### src/include/ie_cfg.svh
`ifndef IE_CFG_SVH
`define IE_CFG_SVH

// IDT vector per cause
`define IE_VEC_PROTECTION    32'd13
`define IE_VEC_PAGE_FAULT    32'd14
`define IE_VEC_INTERRUPT     32'd15

// Eight bytes per IDT entry
`define IE_ENTRY_SHIFT       32'd3

// Second word of the entry
`define IE_ENTRY_HIGH_OFFSET 32'd4

// Packets fed before the handler runs and after IRETD
`define IE_ENTRY_STEPS       9
`define IE_RETURN_STEPS      2

`endif

### src/verilog/ie_pkg.sv
package ie_pkg;

    // Cause field from writeback, lowest set bit wins
    typedef struct packed {
        logic interrupt;
        logic page_fault;
        logic protection;
    } ie_cause_t;

    // State of the interrupted instruction
    typedef struct packed {
        logic [31:0] eip;
        logic [17:0] eflags;
        logic [15:0] cs;
    } wb_state_t;

    typedef struct packed {
        logic [31:0] entry_lo;
        logic [31:0] entry_hi;   // entry_lo + 4
    } entry_addr_t;

    // Opcode byte followed by a 32-bit immediate
    typedef struct packed {
        logic [7:0]  opcode;
        logic [31:0] immediate;   // Little-endian byte order
        logic [87:0] pad;
    } ie_imm_packet_t;

    // Same fetch word, two readings
    typedef union packed {
        ie_imm_packet_t   imm;
        logic [15:0][7:0] bytes;   // bytes[15] is the first byte fetched
    } ie_packet_u;

    typedef enum logic [3:0] {
        push_eflags,
        push_cs,
        push_eip,
        load_entry_lo,
        load_entry_hi,
        xchg_ax_bx,
        sar_eax,
        mov_cs,
        jmp_ebx,
        ret_far,
        pop_eflags
    } ie_step_t;

endpackage

### src/verilog/ie_cause_decode.sv
`timescale 1ns/100ps
`include "ie_cfg.svh"

module ie_cause_decode import ie_pkg::*; (
    input  ie_cause_t   ie_type,
    input  logic [31:0] idtr_base,
    output entry_addr_t entry
);

    logic [31:0] vector;
    logic [31:0] vector_scaled;
    logic [31:0] entry_lo;

    // Priority pick, a zero cause falls through to interrupt
    always_comb begin
        if (ie_type.protection) begin
            vector = `IE_VEC_PROTECTION;
        end else if (ie_type.page_fault) begin
            vector = `IE_VEC_PAGE_FAULT;
        end else begin
            vector = `IE_VEC_INTERRUPT;
        end
    end

    assign vector_scaled = vector << `IE_ENTRY_SHIFT;   // Eight bytes per gate
    assign entry_lo      = idtr_base + vector_scaled;

    assign entry.entry_lo = entry_lo;
    assign entry.entry_hi = entry_lo + `IE_ENTRY_HIGH_OFFSET;

endmodule

### src/verilog/ie_sequencer.sv
`timescale 1ns/100ps
`include "ie_cfg.svh"

module ie_sequencer import ie_pkg::*; (
    input  logic     clk,
    input  logic     reset,
    input  logic     enable,
    input  logic     ie,
    input  logic     is_iretd,
    output ie_step_t step,
    output logic     step_valid,
    output logic     capture,
    output logic     packet_select,
    output logic     flush_pipe,
    output logic     ptc_clear,
    output logic     ld_eip,
    output logic     is_pop_eflags,
    output logic     servicing
);

    typedef enum logic [2:0] {
        st_idle,
        st_flush,
        st_packet,
        st_wait,
        st_ret_flush
    } seq_state_t;

    // Last packet of each run
    localparam ie_step_t last_entry_step  = ie_step_t'(`IE_ENTRY_STEPS - 1);
    localparam ie_step_t last_return_step =
        ie_step_t'(`IE_ENTRY_STEPS + `IE_RETURN_STEPS - 1);

    seq_state_t state_q;
    seq_state_t state_d;
    ie_step_t   step_q;
    ie_step_t   step_d;

    always_comb begin
        state_d = state_q;
        step_d  = step_q;
        case (state_q)
            st_idle: begin
                if (ie) begin
                    state_d = st_flush;
                end
            end
            st_flush: begin
                state_d = st_packet;
                step_d  = push_eflags;
            end
            st_packet: begin
                if (step_q == last_entry_step) begin
                    state_d = st_wait;   // Handler runs from here
                end else if (step_q == last_return_step) begin
                    state_d = st_ret_flush;
                end else begin
                    step_d = ie_step_t'(step_q + 4'd1);
                end
            end
            st_wait: begin
                if (is_iretd) begin
                    state_d = st_packet;
                    step_d  = ret_far;
                end
            end
            st_ret_flush: begin
                state_d = st_idle;
            end
            default: begin
                state_d = st_idle;
            end
        endcase
    end

    // Enable low is the only stall
    always_ff @(posedge clk) begin
        if (reset) begin
            state_q <= st_idle;
            step_q  <= push_eflags;
        end else if (enable) begin
            state_q <= state_d;
            step_q  <= step_d;
        end
    end

    assign step          = step_q;
    assign step_valid    = (state_q == st_packet);
    assign packet_select = (state_q == st_packet);   // Fetch takes packet over IBUFF
    assign capture       = (state_q == st_idle);
    assign flush_pipe    = (state_q == st_flush) || (state_q == st_ret_flush);
    assign ptc_clear     = flush_pipe;
    assign is_pop_eflags = (state_q == st_packet) && (step_q == pop_eflags);
    assign servicing     = (state_q != st_idle);

    // EIP reload in idle and on both control transfers
    assign ld_eip = (state_q == st_idle) ||
                    ((state_q == st_packet) && (step_q == jmp_ebx || step_q == ret_far));

    // Jump to the handler ends the entry run
    a_entry_end: assert property (
        @(posedge clk) disable iff (reset)
        (enable && step_valid && step_q == jmp_ebx) |=>
            (servicing && !step_valid && !flush_pipe)
    );

    a_return_end: assert property (
        @(posedge clk) disable iff (reset)
        (enable && is_pop_eflags) |=> (flush_pipe && servicing)   // Return flush follows
    );

endmodule

### src/verilog/ie_packet_builder.sv
`timescale 1ns/100ps

module ie_packet_builder import ie_pkg::*; (
    input  logic        clk,
    input  logic        reset,
    input  logic        capture,
    input  ie_step_t    step,
    input  wb_state_t   wb,
    input  entry_addr_t entry,
    output ie_packet_u  packet
);

    wb_state_t   wb_q;
    entry_addr_t entry_q;

    function automatic logic [31:0] swap32(input logic [31:0] value);
        swap32 = {value[7:0], value[15:8], value[23:16], value[31:24]};
    endfunction

    // Snapshot of the interrupted instruction
    always_ff @(posedge clk) begin
        if (reset) begin
            wb_q    <= '0;
            entry_q <= '0;
        end else if (capture) begin
            wb_q    <= wb;
            entry_q <= entry;
        end
    end

    always_comb begin
        packet = '0;
        case (step)
            push_eflags: begin
                packet.imm.opcode    = 8'h68;
                packet.imm.immediate = swap32({14'b0, wb_q.eflags});
            end
            push_cs: begin
                packet.imm.opcode    = 8'h68;
                packet.imm.immediate = swap32({16'b0, wb_q.cs});
            end
            push_eip: begin
                packet.imm.opcode    = 8'h68;
                packet.imm.immediate = swap32(wb_q.eip);
            end
            load_entry_lo: begin
                packet.imm.opcode    = 8'ha1;   // MOV EAX, moffs32
                packet.imm.immediate = swap32(entry_q.entry_lo);
            end
            load_entry_hi: begin
                packet.imm.opcode    = 8'ha1;
                packet.imm.immediate = swap32(entry_q.entry_hi);
            end
            xchg_ax_bx: begin
                packet.bytes[15] = 8'h66;
                packet.bytes[14] = 8'h93;
            end
            sar_eax: begin
                packet.bytes[15] = 8'hc1;
                packet.bytes[14] = 8'hf8;
                packet.bytes[13] = 8'h04;
            end
            mov_cs: begin
                packet.bytes[15] = 8'h66;
                packet.bytes[14] = 8'h8e;
                packet.bytes[13] = 8'hc8;
            end
            jmp_ebx: begin
                packet.bytes[15] = 8'hff;
                packet.bytes[14] = 8'he3;
            end
            ret_far: begin
                packet.bytes[15] = 8'hcb;
            end
            pop_eflags: begin
                packet.bytes[15] = 8'h58;   // Popped word goes to EFLAGS
            end
            default: begin
                packet = '0;
            end
        endcase
    end

endmodule

### src/verilog/ie_handler.sv
`timescale 1ns/100ps

module ie_handler import ie_pkg::*; (
    input  logic        clk,
    input  logic        reset,
    input  logic        enable,
    input  logic        ie,
    input  ie_cause_t   ie_type,
    input  logic [31:0] idtr_base,
    input  wb_state_t   wb,
    input  logic        is_iretd,
    output ie_packet_u  packet,
    output logic        packet_select,
    output logic        flush_pipe,
    output logic        ptc_clear,
    output logic        ld_eip,
    output logic        is_pop_eflags,
    output logic        servicing
);

    entry_addr_t entry;
    ie_step_t    step;
    logic        capture;

    ie_cause_decode u_decode (
        .ie_type   (ie_type),
        .idtr_base (idtr_base),
        .entry     (entry)
    );

    ie_sequencer u_sequencer (
        .clk           (clk),
        .reset         (reset),
        .enable        (enable),
        .ie            (ie),
        .is_iretd      (is_iretd),
        .step          (step),
        .step_valid    (),
        .capture       (capture),
        .packet_select (packet_select),
        .flush_pipe    (flush_pipe),
        .ptc_clear     (ptc_clear),
        .ld_eip        (ld_eip),
        .is_pop_eflags (is_pop_eflags),
        .servicing     (servicing)
    );

    ie_packet_builder u_builder (
        .clk     (clk),
        .reset   (reset),
        .capture (capture),
        .step    (step),
        .wb      (wb),
        .entry   (entry),
        .packet  (packet)
    );

endmodule

### config.mk
export PLATFORM = sky130hd
export DESIGN_NAME = ie_handler
export DESIGN_NICKNAME = d
export VERILOG_FILES = /design/src/verilog/ie_pkg.sv /design/src/verilog/ie_cause_decode.sv /design/src/verilog/ie_sequencer.sv /design/src/verilog/ie_packet_builder.sv /design/src/verilog/ie_handler.sv
export VERILOG_INCLUDE_DIRS = /design/src /design/src/include
export SDC_FILE = /design/constraint.sdc
export NUM_CORES = 1
export LEC_CHECK = 0
export ABC_AREA = 1
export BUFFER_PORTS_ARGS = -buffer_cell sky130_fd_sc_hd__buf_2
export CAP_MARGIN = 40
export CORE_ASPECT_RATIO = 1.75
export CORE_MARGIN = 8
export CORE_UTILIZATION = 53
export DETAILED_ROUTE_END_ITERATION = 12
export PLACE_DENSITY = 0.81
export SYNTH_ARGS = -nofsm -noshare
export SYNTH_HDL_FRONTEND = slang
export SYNTH_SLANG_ARGS = --single-unit
### constraint.sdc
create_clock -name clk -period 4.66 [get_ports clk]
set_clock_uncertainty 0.2 [all_clocks]
set_input_delay 1.398 -clock clk [delete_from_list [all_inputs] [get_ports clk]]
set_output_delay 1.398 -clock clk [all_outputs]
set_load 0.01 [all_outputs]
* Word-level counts from Yosys, hierarchy flattened
Index checks and enable logic that the tools add are counted.
** Storage, ports and cells
- Input bits :: 106
- Output and inout bits :: 134
- Bits in registers :: 137
** Operators by class
- Reduce and logical (&&, ||, !) cells :: 14
- Equality and inequality tests :: 19
- Multiplexer cells :: 15
- Add/subtract/negate cells :: 3
** Operator list (count)
- case mux 8 bit (7 select lines) :: 2
- case mux 8 bit (9 select lines) :: 1
- case mux 16 bit (4 select lines) :: 1
- adder 32 x 3 -> 32 bit (second input constant) :: 1
- adder 32 bit :: 1
- == test 4 x 3 -> 1 bit (second input constant) :: 4
- == test 4 bit (second input constant) :: 3
- 2-to-1 mux 3 bit :: 4
- 2-to-1 mux 4 bit :: 3
- case mux 3 bit (4 select lines) :: 1
- case mux 4 bit (3 select lines) :: 1
- == test 4 x 2 -> 1 bit (second input constant) :: 2
- inequality test 2 bit (second input constant) :: 4
- == test 3 x 2 -> 1 bit (second input constant) :: 2
- nonzero test 3 bit :: 2
- AND reduction 5 bit :: 1
- adder 4 x 1 -> 4 bit (second input constant) :: 1
- == test 4 x 1 -> 1 bit (second input constant) :: 1
- logical NOT 4 bit :: 1
- AND reduction 4 bit :: 1
- OR reduction 2 bit :: 2
- == test 3 x 1 -> 1 bit (second input constant) :: 1
- == test 3 bit (second input constant) :: 1
- logical NOT 3 bit :: 1
- other kinds (6) :: 9

* Logic depth before layout (Yosys ltp)
- Depth in word-level cells :: 4
- Mapped depth :: 20
- Mapped depth without buffers :: 20

* Modules after synthesis
From an unflattened synthesis, not the netlist that was laid out.
** Second synthesis, totals
- Cells, all modules :: 1440
- Area, all modules :: 8863.5 µm²
** By module, submodules not included
- ie_packet_builder :: sequential area each 2602.5 µm², times used 1, cells each 958, area an instance 6424.9 µm²
- ie_cause_decode :: sequential area each 0.0 µm², times used 1, cells each 390, area an instance 1884.3 µm²
- ie_sequencer :: sequential area each 140.1 µm², times used 1, cells each 92, area an instance 554.3 µm²

* Least setup slack after synthesis
OpenSTA, ideal clock, no wires.
- Kind :: input to register
- From :: input ie_type[0] (netlist name)
- To :: register u_builder.entry_q[31] (netlist name)
- Cell stages on the path :: 15
- Buffers on the path :: 0
- Setup slack :: 0.864 ns
- Arrival time :: 3.470 ns
- Setup time :: 0.126 ns
- Path through :: inv_1 nand2_1 ha_1 fa_1 nand3_1 nor2_1 nand3_1 nor2_2 nand2_1 nor2_2 nand3_2 nor2_2 nand3_1 nand2_1 a21oi_2
** RTL lines
- start, declared :: line ie_handler.sv:8 : input ie_cause_t ie_type,
- end signal, assigned :: line ie_packet_builder.sv:27 : entry_q <= entry;
- end, declared :: line ie_packet_builder.sv:14 : entry_addr_t entry_q;

==> metrics.txt <==
max-cap viol count 0; Overflow after GRT 0; Setup Buffers After CTS 0; minimum setup slack in the final design 0.5257 ns; Yosys top cell area share 32.58%; transition time of the tightest slew-check pin 0.6359 ns; core area 15,310 sq um; number of warning messages in the yosys log 0; fmax 241.9 MHz; TNS Setup 0 ns; total standard cell area after synthesis 8295 sq um; first-iteration detailed-routing DRC count 680; clk slew on worst S/H paths 0.06 ns; cell at the root of the clock tree sky130_fd_sc_hd__clkbuf_16; most frequent standard cell in the layout excluding fill and tap cells sky130_fd_sc_hd__nand2_1; areal power density over the cells 434.3 nW/um^2; antenna violations before repair 1; area delta synth->final 14.86%; clock latency on the worst-skew pair 0.41 ns; Rows 60; All-Layer GR Usage 24.65%; leading cell types in the layout, fill and taps excluded sky130_fd_sc_hd__nand2_1, sky130_fd_sc_hd__nor2_1, sky130_fd_sc_hd__buf_2; die area 20,070 sq um; HPWL after detailed placement 19,480 um; EDFF count, synth 0; number of max-slew violations in the final report 0; unrepaired setup endpoints after global routing false; Worst EP arrival 2.54 ns; post-synthesis async set-or-reset flop share 0%; Critical Setup Path Class flop to primary output; Min Hold Slack 0.2555 ns; height of the die 181.5 um; layout cell share with drive strength beyond 1 17.39%; number of global-route vias before repair 8,500; Layout Utilization 62.21%; class of the tightest hold or removal check flop to flop; effective utilization at floorplan 54.17%; first-pass GRT wire length 41,030 um; worst setup slack before clock tree synthesis 0.2900 ns; final period utilization 88.72%; multi-input logic area 4566 sq um; drt drc 0; per-cell routed wire length 15.85 um; final setup vio count 0; gpl congestion 0.9103; register area share after synthesis 32.58%; Final Critical Period 4.134 ns; final layout net count 1,533; count of cells resized by post-cts repair 0; result of the run finished, final reports clean; kind of start point of the critical path flop; CTS tree built; Vias/cell 5.344; # fillers 1,446; detailed-router iteration count before antenna repair 5; Max VDD drop 0.0002768 V; CTS Buf Count 17; number of failing hold endpoints at the final stage 0; cell taking the most area after synthesis sky130_fd_sc_hd__dfxtp_1; hold_buf cts 0; worst max-slew margin expressed relative to the limit 57.16%; largest fanout of any net on the critical path 15; biggest area contributors in the synthesized netlist sky130_fd_sc_hd__dfxtp_1, sky130_fd_sc_hd__nand2_1, sky130_fd_sc_hd__nor2_1; critical path endpoint category primary output; Primary FF master, synth sky130_fd_sc_hd__dfxtp_1; maximum number of pins on one net before global-route repair 93; overall routed net length 25,670 um; Crit path required time 3.06 ns; number of sinks handled by clock tree synthesis 135; average size of a mapped cell 6.441 sq um; leak pwr 0.004712 uW; Max Buffers Root-to-Sink 2; flop and latch count out of synthesis 135; number of vias in the routed layout 8,657; Die Span X 110.6 um; post-detailed-route count of antenna-violating nets 0; cells after synthesis 1,288; io pins 240; area of all sequential standard cells 2703 sq um; number of distinct library cells after synthesis 48; number of input and output port buffers inserted 150; H-tree depth 4
## metal layers
metal / GRT usage, % / vias up / wire length, um
li1: - / 4232 / -
met1: 25.82 / 3939 / 9625
met2: 43.70 / 412 / 13180
met3: 5.446 / 74 / 1716
met4: 15.05 / 0 / 1153
met5: 0 / - / 0
## path summary, 6_finish.rpt
kind                                       startpoint                    end  slack, ns  cells after the start
worst max-delay path              u_sequencer.step[0]            packet[104]       0.53                     10
worst min-delay path            u_builder.entry_q[37]  u_builder.entry_q[37]       0.26                      2
worst max register to register    u_sequencer.step[0]    u_sequencer.step[2]       2.27                      9
worst min register to register  u_builder.entry_q[37]  u_builder.entry_q[37]       0.26                      2
## critical path, stage by stage, from the launching register on
cell and delay [ns]:
sky130_fd_sc_hd__dfxtp_1 0.40, sky130_fd_sc_hd__inv_1 0.11, sky130_fd_sc_hd__ha_1 0.24, sky130_fd_sc_hd__inv_1 0.08
sky130_fd_sc_hd__nor2_1 0.05, sky130_fd_sc_hd__buf_4 0.20, sky130_fd_sc_hd__inv_1 0.29, sky130_fd_sc_hd__o21ai_0 0.27
sky130_fd_sc_hd__a221oi_1 0.28, sky130_fd_sc_hd__nand2_1 0.07, sky130_fd_sc_hd__buf_2 0.14
## cells by family (layout without fill, tap and decap cells)
family / count (synthesis) / in the layout / synth area share, %
other: 1 / 90 / 0.04521
DFF: 135 / 135 / 32.58
adders and majority gates: 8 / 8 / 1.297
AOI/OAI and AO/OA: 231 / 231 / 16.29
xor gates and xnor gates: 7 / 7 / 0.7391
buffers and inverters: 273 / 330 / 16.44
and+or+nand+nor: 633 / 633 / 32.61
## where the power goes
group / internal [uW] / switching (uW) / leakage (uW) / total [uW]
clock: 805 / 529 / 0.000283 / 1330
sequential: 1400 / 128 / 0.00112 / 1530
combinational: 429 / 847 / 0.00331 / 1280
## metrics by stage
step,area (sq um),total power [uW],std cells
global placement,8879,2729,1584
finish,9528,4138,1620
global route,9525,4376,1619
CTS,9523,4137,1618
detailed placement,8934,2801,1586
floorplan,8622,2416,1375
## cell usage after synthesis, drive strengths merged (2+ instances only)
master,instances
nand2,277
nor2,256
dfxtp,135
inv,127
o21ai,117
buf,93
nand3,58
a21oi,51
clkbuf,48
nand4,20
o211ai,18
a221oi,13
nor3,11
a31oi,7
ha,7
a211oi,6
o21bai,6
xor2,6
clkinv,5
nand3b,5
or2,5
a22o,4
a22oi,2
o221ai,2
o22ai,2
## state kept, by name (all words and copies together) (netlist names)
signal	count
u_builder.entry_q	62
u_builder.wb_q	66
u_sequencer.state_q	3
u_sequencer.step	4
## area by class of cell
type | count | share of cell area (%)
antenna | 2 | 0.05253
inverter | 132 | 5.213
clock inverter | 14 | 1.576
timing repair buffer | 166 | 9.823
multi-input combinational | 967 | 47.92
sequential | 135 | 28.37
clock buffer | 18 | 4.609
tap | 186 | 2.443
No activity file was read; power rests on OpenSTA's default activity.
